File: src/include/load_issue_settings.svh
`ifndef LOAD_ISSUE_SETTINGS_SVH
`define LOAD_ISSUE_SETTINGS_SVH

// Queue geometry
`define LIQ_BANK_NUM   2   // Banks, one load pipeline each
`define LIQ_BANK_SIZE  4   // Entries per bank
`define LIQ_DIS_PORT   2   // Dispatch ports, one per bank
`define LIQ_WB_PORT    2   // Writeback wakeup ports

// Field widths
`define LIQ_PREG_W     6   // Physical register number
`define LIQ_ROB_W      5   // ROB index without wrap bit
`define LIQ_LQ_W       4   // Load queue index
`define LIQ_IMM_W      12  // Address offset

`endif

File: src/logic/load_issue_pkg.sv
`include "load_issue_settings.svh"

package load_issue_pkg;

    typedef logic [`LIQ_PREG_W-1:0] preg_t;
    typedef logic [`LIQ_LQ_W-1:0] lq_idx_t;
    typedef logic [`LIQ_IMM_W-1:0] imm_t;
    typedef logic [1:0] mem_size_t;                     // Byte, half, word
    typedef logic [$clog2(`LIQ_BANK_SIZE)-1:0] bank_idx_t;
    typedef logic [$clog2(`LIQ_BANK_SIZE):0] bank_cnt_t; // Holds 0 to full

    typedef struct packed {
        logic                   dir;                    // Wrap bit
        logic [`LIQ_ROB_W-1:0]  idx;
    } rob_idx_t;

    typedef struct packed {
        logic       rs1v;                               // Base register already ready
        preg_t      rs1;
        rob_idx_t   rob;
        lq_idx_t    lq;
        preg_t      rd;
        imm_t       imm;
        mem_size_t  size;
    } dis_load_t;

    typedef struct packed {
        rob_idx_t   rob;
        lq_idx_t    lq;
        preg_t      rd;
        imm_t       imm;
        mem_size_t  size;
        bank_idx_t  entry;                              // Returned by the pipeline on reply
        logic       exception;
    } issue_load_t;

    typedef struct packed {
        logic   en;
        preg_t  rd;
    } wakeup_t;

    typedef struct packed {
        logic       replay;
        logic       success;
        logic       tlb;
        logic       tlb_fault;
        bank_idx_t  entry;
    } reply_t;

    typedef struct packed {
        logic       en;
        rob_idx_t   rob;                                // First ROB index to squash
    } redirect_t;

endpackage

File: src/logic/bank_steer.sv
`timescale 1ns/100ps
`include "load_issue_settings.svh"

module bank_steer (
    input  logic                                            clk,
    input  logic                                            rst,
    input  logic [`LIQ_DIS_PORT-1:0]                        dis_en_i,
    input  load_issue_pkg::dis_load_t [`LIQ_DIS_PORT-1:0]   dis_load_i,
    input  load_issue_pkg::redirect_t                       redirect_i,
    input  logic [`LIQ_BANK_NUM-1:0]                        bank_full_i,
    input  load_issue_pkg::bank_cnt_t [`LIQ_BANK_NUM-1:0]   bank_count_i,
    output logic [`LIQ_BANK_NUM-1:0]                        bank_dis_en_o,
    output load_issue_pkg::dis_load_t [`LIQ_BANK_NUM-1:0]   bank_dis_load_o,
    output logic                                            dis_stall_o
);

    localparam int BANK_W = $clog2(`LIQ_BANK_NUM);

    typedef logic [BANK_W-1:0] bank_sel_t;

    bank_sel_t [`LIQ_DIS_PORT-1:0] order_q;  // Port to bank
    bank_sel_t [`LIQ_DIS_PORT-1:0] order_d;
    logic [`LIQ_BANK_NUM-1:0] bank_hit;

    assign dis_stall_o = |bank_full_i;

    // Port 0 to the emptier bank, bank 0 on a tie
    always_comb begin
        order_d[0] = (bank_count_i[1] < bank_count_i[0]) ? bank_sel_t'(1) : bank_sel_t'(0);
        order_d[1] = ~order_d[0];
    end

    always_ff @(posedge clk or posedge rst) begin
        if (rst) begin
            for (int p = 0; p < `LIQ_DIS_PORT; p++) begin
                order_q[p] <= bank_sel_t'(p);
            end
        end else begin
            order_q <= order_d;
        end
    end

    always_comb begin
        bank_dis_en_o = '0;
        bank_dis_load_o = '0;
        for (int p = 0; p < `LIQ_DIS_PORT; p++) begin
            bank_dis_en_o[order_q[p]] = dis_en_i[p] & ~dis_stall_o & ~redirect_i.en;
            bank_dis_load_o[order_q[p]] = dis_load_i[p];
        end
    end

    always_comb begin
        bank_hit = '0;
        for (int p = 0; p < `LIQ_DIS_PORT; p++) begin
            bank_hit[order_q[p]] = 1'b1;
        end
    end

    // Every bank owned by exactly one port
    a_order_perm: assert property (@(posedge clk) disable iff (rst) &bank_hit);

endmodule

File: src/logic/load_issue_bank.sv
`timescale 1ns/100ps
`include "load_issue_settings.svh"

module load_issue_bank (
    input  logic                                          clk,
    input  logic                                          rst,
    input  logic                                          dis_en_i,
    input  load_issue_pkg::dis_load_t                     dis_load_i,
    input  load_issue_pkg::wakeup_t [`LIQ_WB_PORT-1:0]    wakeup_i,
    input  load_issue_pkg::reply_t                        reply_i,
    input  load_issue_pkg::redirect_t                     redirect_i,
    output logic                                          full_o,
    output load_issue_pkg::bank_cnt_t                     count_o,
    output logic                                          issue_en_o,
    output load_issue_pkg::issue_load_t                   issue_load_o
);

    localparam int SIZE = `LIQ_BANK_SIZE;

    logic [SIZE-1:0] valid_q;
    logic [SIZE-1:0] rs1v_q;
    logic [SIZE-1:0] issued_q;
    logic [SIZE-1:0] exc_q;
    load_issue_pkg::dis_load_t payload_q [SIZE];

    logic [SIZE-1:0] valid_d;
    logic [SIZE-1:0] wake;
    logic [SIZE-1:0] younger;
    logic [SIZE-1:0] ready;
    logic dis_wake;
    logic any_ready;
    logic sel_fire;
    load_issue_pkg::bank_idx_t free_idx;
    load_issue_pkg::bank_idx_t sel_idx;

    // Index compare whose sense flips when the wrap bits differ
    function automatic logic is_younger(load_issue_pkg::rob_idx_t a,
                                        load_issue_pkg::rob_idx_t r);
        return (a.dir ^ r.dir) ^ (a.idx >= r.idx);
    endfunction

    always_comb begin
        wake = '0;
        dis_wake = 1'b0;
        for (int p = 0; p < `LIQ_WB_PORT; p++) begin
            for (int i = 0; i < SIZE; i++) begin
                if (wakeup_i[p].en && wakeup_i[p].rd == payload_q[i].rs1) begin
                    wake[i] = wake[i] | valid_q[i];
                end
            end
            if (wakeup_i[p].en && wakeup_i[p].rd == dis_load_i.rs1) begin
                dis_wake = 1'b1;                        // Wakeup racing the dispatch
            end
        end
    end

    always_comb begin
        for (int i = 0; i < SIZE; i++) begin
            ready[i] = valid_q[i] & rs1v_q[i] & ~issued_q[i];
            younger[i] = is_younger(payload_q[i].rob, redirect_i.rob);
        end
    end

    // Lowest free slot and lowest ready slot
    always_comb begin
        free_idx = '0;
        sel_idx = '0;
        for (int i = SIZE - 1; i >= 0; i--) begin
            if (!valid_q[i]) begin
                free_idx = load_issue_pkg::bank_idx_t'(i);
            end
            if (ready[i]) begin
                sel_idx = load_issue_pkg::bank_idx_t'(i);
            end
        end
    end

    assign any_ready = |ready;
    assign sel_fire = any_ready & ~redirect_i.en;  // No pick while flushing

    always_comb begin
        valid_d = valid_q;
        if (dis_en_i) begin
            valid_d[free_idx] = 1'b1;
        end
        if (redirect_i.en) begin
            valid_d = valid_d & ~younger;
        end
        if (reply_i.success) begin
            valid_d[reply_i.entry] = 1'b0;
        end
    end

    // Occupancy after this edge for steering
    always_comb begin
        count_o = '0;
        for (int i = 0; i < SIZE; i++) begin
            count_o = count_o + load_issue_pkg::bank_cnt_t'(valid_d[i]);
        end
    end

    assign full_o = &valid_q;

    always_ff @(posedge clk or posedge rst) begin
        if (rst) begin
            valid_q <= '0;
            rs1v_q <= '0;
            issued_q <= '0;
            exc_q <= '0;
            issue_en_o <= 1'b0;
        end else begin
            valid_q <= valid_d;
            rs1v_q <= rs1v_q | wake;
            if (dis_en_i) begin
                rs1v_q[free_idx] <= dis_load_i.rs1v | dis_wake;
                issued_q[free_idx] <= 1'b0;
                exc_q[free_idx] <= 1'b0;
            end
            if (reply_i.replay || reply_i.tlb) begin
                issued_q[reply_i.entry] <= 1'b0;  // Becomes selectable again
            end
            if (reply_i.tlb && reply_i.tlb_fault) begin
                exc_q[reply_i.entry] <= 1'b1;
            end
            if (sel_fire) begin
                issued_q[sel_idx] <= 1'b1;
            end
            issue_en_o <= sel_fire;
        end
    end

    always_ff @(posedge clk) begin
        if (dis_en_i) begin
            payload_q[free_idx] <= dis_load_i;
        end
        if (sel_fire) begin
            issue_load_o.rob <= payload_q[sel_idx].rob;
            issue_load_o.lq <= payload_q[sel_idx].lq;
            issue_load_o.rd <= payload_q[sel_idx].rd;
            issue_load_o.imm <= payload_q[sel_idx].imm;
            issue_load_o.size <= payload_q[sel_idx].size;
            issue_load_o.entry <= sel_idx;
            issue_load_o.exception <= exc_q[sel_idx];
        end
    end

    // Steering must hold back dispatch to a full bank
    a_no_write_full: assert property (@(posedge clk) disable iff (rst)
        dis_en_i |-> !full_o);

    a_success_valid: assert property (@(posedge clk) disable iff (rst)
        reply_i.success |-> valid_q[reply_i.entry]);

    a_issue_flagged: assert property (@(posedge clk) disable iff (rst)
        issue_en_o |-> issued_q[issue_load_o.entry]);

endmodule

File: src/logic/load_issue_queue.sv
`timescale 1ns/100ps
`include "load_issue_settings.svh"

module load_issue_queue (
    input  logic                                            clk,
    input  logic                                            rst,
    input  logic [`LIQ_DIS_PORT-1:0]                        dis_en_i,
    input  load_issue_pkg::dis_load_t [`LIQ_DIS_PORT-1:0]   dis_load_i,
    input  load_issue_pkg::wakeup_t [`LIQ_WB_PORT-1:0]      wakeup_i,
    input  load_issue_pkg::reply_t [`LIQ_BANK_NUM-1:0]      reply_i,
    input  load_issue_pkg::redirect_t                       redirect_i,
    output logic                                            dis_stall_o,
    output logic [`LIQ_BANK_NUM-1:0]                        issue_en_o,
    output load_issue_pkg::issue_load_t [`LIQ_BANK_NUM-1:0] issue_load_o
);

    logic [`LIQ_BANK_NUM-1:0] bank_dis_en;
    logic [`LIQ_BANK_NUM-1:0] bank_full;
    load_issue_pkg::dis_load_t [`LIQ_BANK_NUM-1:0] bank_dis_load;
    load_issue_pkg::bank_cnt_t [`LIQ_BANK_NUM-1:0] bank_count;

    bank_steer u_bank_steer (
        .clk             (clk),
        .rst             (rst),
        .dis_en_i        (dis_en_i),
        .dis_load_i      (dis_load_i),
        .redirect_i      (redirect_i),
        .bank_full_i     (bank_full),
        .bank_count_i    (bank_count),
        .bank_dis_en_o   (bank_dis_en),
        .bank_dis_load_o (bank_dis_load),
        .dis_stall_o     (dis_stall_o)
    );

    // Bank b feeds load pipeline b
    for (genvar b = 0; b < `LIQ_BANK_NUM; b++) begin : g_bank
        load_issue_bank u_load_issue_bank (
            .clk          (clk),
            .rst          (rst),
            .dis_en_i     (bank_dis_en[b]),
            .dis_load_i   (bank_dis_load[b]),
            .wakeup_i     (wakeup_i),
            .reply_i      (reply_i[b]),
            .redirect_i   (redirect_i),
            .full_o       (bank_full[b]),
            .count_o      (bank_count[b]),
            .issue_en_o   (issue_en_o[b]),
            .issue_load_o (issue_load_o[b])
        );
    end

endmodule
File: config.mk
export PLATFORM = sky130hd
export DESIGN_NAME = load_issue_queue
export DESIGN_NICKNAME = d
export VERILOG_FILES = /design/src/logic/load_issue_pkg.sv /design/src/logic/bank_steer.sv /design/src/logic/load_issue_bank.sv /design/src/logic/load_issue_queue.sv
export VERILOG_INCLUDE_DIRS = /design/src /design/src/include
export SDC_FILE = /design/constraint.sdc
export NUM_CORES = 1
export LEC_CHECK = 0
export BUFFER_PORTS_ARGS = -buffer_cell sky130_fd_sc_hd__buf_4
export CAP_MARGIN = 20
export CELL_PAD_IN_SITES_DETAIL_PLACEMENT = 1
export CELL_PAD_IN_SITES_GLOBAL_PLACEMENT = 1
export CORE_UTILIZATION = 45
export DETAILED_ROUTE_END_ITERATION = 8
export GPL_TIMING_DRIVEN = 1
export PLACE_DENSITY = 0.85
export SETUP_SLACK_MARGIN = 0.02
export SLEW_MARGIN = 15
export SYNTH_ARGS = -nofsm -noshare
export SYNTH_HDL_FRONTEND = slang
export SYNTH_HIERARCHICAL = 1
export SYNTH_SLANG_ARGS = --single-unit
File: constraint.sdc
create_clock -name clk -period 8.7 [get_ports clk]
set_input_delay 1.305 -clock clk [delete_from_list [all_inputs] [get_ports clk]]
set_output_delay 1.305 -clock clk [all_outputs]
set_load 0.02 [all_outputs]
==> impl_metrics.yaml <==
final_layout:
  nNetsFinal: 1614
  drive_gt1_frac: 0.213
  fillCellCount: 3895
  area_growth_pct: 16.6
  seq_area_mm2: 0.0115
  multiInputGateArea_mm2: 0.00599
  final_util: 0.534
logic_synthesis:
  yosysMostFrequentCell: "edfxtp_1"
  syn_avg_cell_area_um2: 14.2
  synth-edff-count: 354
  synth_top_flop_cell: "edfxtp_1"
  synth_cell_types: 58
  yosysTopAreaCell: "edfxtp_1"
  synthTopCellsByCount: "edfxtp_1 (354), mux2i_1 (124), xnor2_1 (72)"
  yosysTopAreaCellShare: 0.581
  syn-cell-area_mm2: 0.0183
  netlist_instances: 1287
  synth_fp_nets: 1446
  synth-seq-cells: 390
  yosysSeqAreaShare: 0.630
  yosysWarningCount: 6
  synthTopCellsByArea: "edfxtp_1 (58%), mux2i_1 (6.8%), dfrtp_1 (4.8%)"
  ys_async_sr_fraction: 0.0923
cts:
  cts_resized: 0
  root_buffer: "clkbuf_16"
  h-tree-depth: 2
  cts_tree: "done"
  cts.clk_slew.worst_paths_ns: 0.06
  cts_buffers: 42
  clock_path_buffers: 3
  clock_latency_ns: 0.57
  cts_hold_buf: 0
  post_cts_buffers: 0
  cts.sinks: 390
setup_path:
  worstPathRequired_ns: 9.17
  path_buf_inv: 2
  cpMostUsedCell: "ha_1"
  cp_cell_sequence: "nand3_1, nor2_1, or2_2, nor3_1, nand2_1, nor3b_4, buf_4, nor2_1, a221oi_1, ha_1, ha_1, inv_1, ha_1, o21ai_0, a21oi_1"
  cp_slowest_stage_delay_ns: 0.55
  crit_type: "flip-flop to flip-flop"
  crit_fanout: 41
  critPathTopFamily: "simple AND/OR/NAND/NOR gates"
  cpMaxStageDelayCell: "buf_4"
  crit_arrival_ns: 4.78
  critPathCaptureType: "flip-flop"
  startpoint_type: "flip-flop"
drt:
  dr_total_vias: 11512
  routed_via_density: 5.72
  first_pass_iters: 5
  totalWireLength_um: 51700
  avgRoutedWirePerCell_um: 25.7
  ant_nets: 0
  drt_first_iter_violations: 692
  drc: 0
timing:
  relSlewSlack: 0.277
  final_hold_viol_count: 0
  worst_pin_slew_ns: 1.09
  finalSetupViolations: 0
  timing.final.crit_share: 0.494
  fmax_mhz: 232
  skew_ns: 0.0138
  fin_crit_ns: 4.30
  setup_slack_ns: 4.40
  slew_viol_final: 0
  rsz0062_at_grt: "no"
  finalSetupTns_ns: 0
power_and_ir_drop:
  peakVddDrop_mv: 0.120
  power.density_mw_per_mm2: 260
  p_leak_nw: 8.18
grt:
  antenna_found_initial: 5
  grt_max_degree: 81
  grt_pass1_wl_um: 76100
  grt_remaining_overflow: 0
  grt_pass1_vias: 12592
  gr-usage-all-layers: 0.249
hold_path:
  hold_class: "flip-flop to flip-flop"
die:
  start_util: 0.459
  top_level_ports: 180
  core_region_area_mm2: 0.0399
  dieArea_mm2: 0.0415
  fp.dieH_um: 204
  die_w_um: 204
  core.rowCount: 73
placed_design:
  post-place-ws_ns: 4.06
  dp_hpwl_um: 34500
  portBuffers: 179
  routabilityCongestion: 0.861
run:
  max_cap_viol_count: 0
status:
  status: "finished, final reports clean"
[kinds of logic (layout without fill, tap and decap cells)]
logic type                 after synthesis  after routing  share of synthesized area
buffers and inverters                  144            342                     0.0480
and+or+nand+nor                        209            209                     0.0621
muxes                                  124            124                     0.0678
DFF                                    390            390                      0.630
adders and majority gates               48             48                     0.0336
xor gates and xnor gates               136            136                     0.0651
other                                    0              3                          0
AOI/OAI and AO/OA                      236            236                     0.0932
[state kept, by name, indices dropped and copies added (netlist names)]
name	flops
g_bank.u_load_issue_bank/issued_q	8
g_bank.u_load_issue_bank/issue_load_o	66
g_bank.u_load_issue_bank/valid_q	8
g_bank.u_load_issue_bank/exc_q	8
g_bank.u_load_issue_bank/issue_en_o	2
u_bank_steer/order_q	2
g_bank.u_load_issue_bank/rs1v_q	8
g_bank.u_load_issue_bank/payload_q	288
[placed cells by master (no fill, tap or decap), types with 36 or more instances in the layout]
cell type,synthesis,routed
nand2_1,63,63
clkbuf_16,0,43
buf_4,10,197
a22o_1,36,36
ha_1,46,46
mux2i_1,124,124
xor2_1,64,64
o21ai_0,51,51
xnor2_1,72,72
edfxtp_1,354,354
nor2b_1,37,36
inv_1,69,69
a21oi_1,54,54
[per-layer routing]
| layer | track usage | wire (um) | share of wire | vias up |
|---|---|---|---|---|
| li1 | - | - | - | 5104 |
| met1 | 0.283 | 19400 | 0.37 | 5879 |
| met2 | 0.454 | 27200 | 0.53 | 415 |
| met3 | 0.0543 | 3560 | 0.069 | 108 |
| met4 | 0.0916 | 1560 | 0.030 | 6 |
| met5 | 0 | 32 | 0.00062 | - |
[metrics by stage]
stage	cells	power [mW]	hold slack [ns]	instance area, um^2
6_report	2013	5.56	0.516	21300
5_1_grt	2010	5.75	0.523	21300
3_3_place_gp	1935	3.70	0.469	19900
3_5_place_dp	1935	3.78	0.495	19900
4_1_cts	2009	5.60	0.516	21300
2_1_floorplan	1287	3.33	0.448	18300
[power by group]
part / switching, mW / total [mW] / internal [mW]
registers: 0.126 / 2.56 / 2.44
clock network: 0.748 / 1.81 / 1.06
logic: 0.789 / 1.19 / 0.397
[worst paths after layout]
check,startpoint,end,slack [ns],cells after the start
worst max-delay path,g_bank[1].u_load_issue_bank/valid_q[1]$_DFF_PP0_,u_bank_steer/order_q[1]$_DFF_PP1_,4.40,15
worst min-delay path,g_bank[0].u_load_issue_bank/issued_q[2]$_DFF_PP0_,g_bank[0].u_load_issue_bank/issued_q[2]$_DFF_PP0_,0.52,1
worst max register to register,g_bank[1].u_load_issue_bank/valid_q[1]$_DFF_PP0_,u_bank_steer/order_q[1]$_DFF_PP1_,4.40,15
worst min register to register,g_bank[0].u_load_issue_bank/issued_q[2]$_DFF_PP0_,g_bank[0].u_load_issue_bank/issued_q[2]$_DFF_PP0_,0.52,1
max in group asynchronous,rst,g_bank[1].u_load_issue_bank/issue_en_o$_DFF_PP0_,7.37,2
min in group asynchronous,rst,u_bank_steer/order_q[0]$_DFF_PP0_,0.64,2
[cell type report]
class                      count  share of cell area
sequential                   390               0.541
multi-input combinational    753               0.281
timing repair buffer         198              0.0706
clock buffer                  54              0.0543
tap                          525              0.0308
inverter                      70              0.0123
clock inverter                20              0.0104
antenna                        3            0.000352
(Power assumes the default switching activity.)
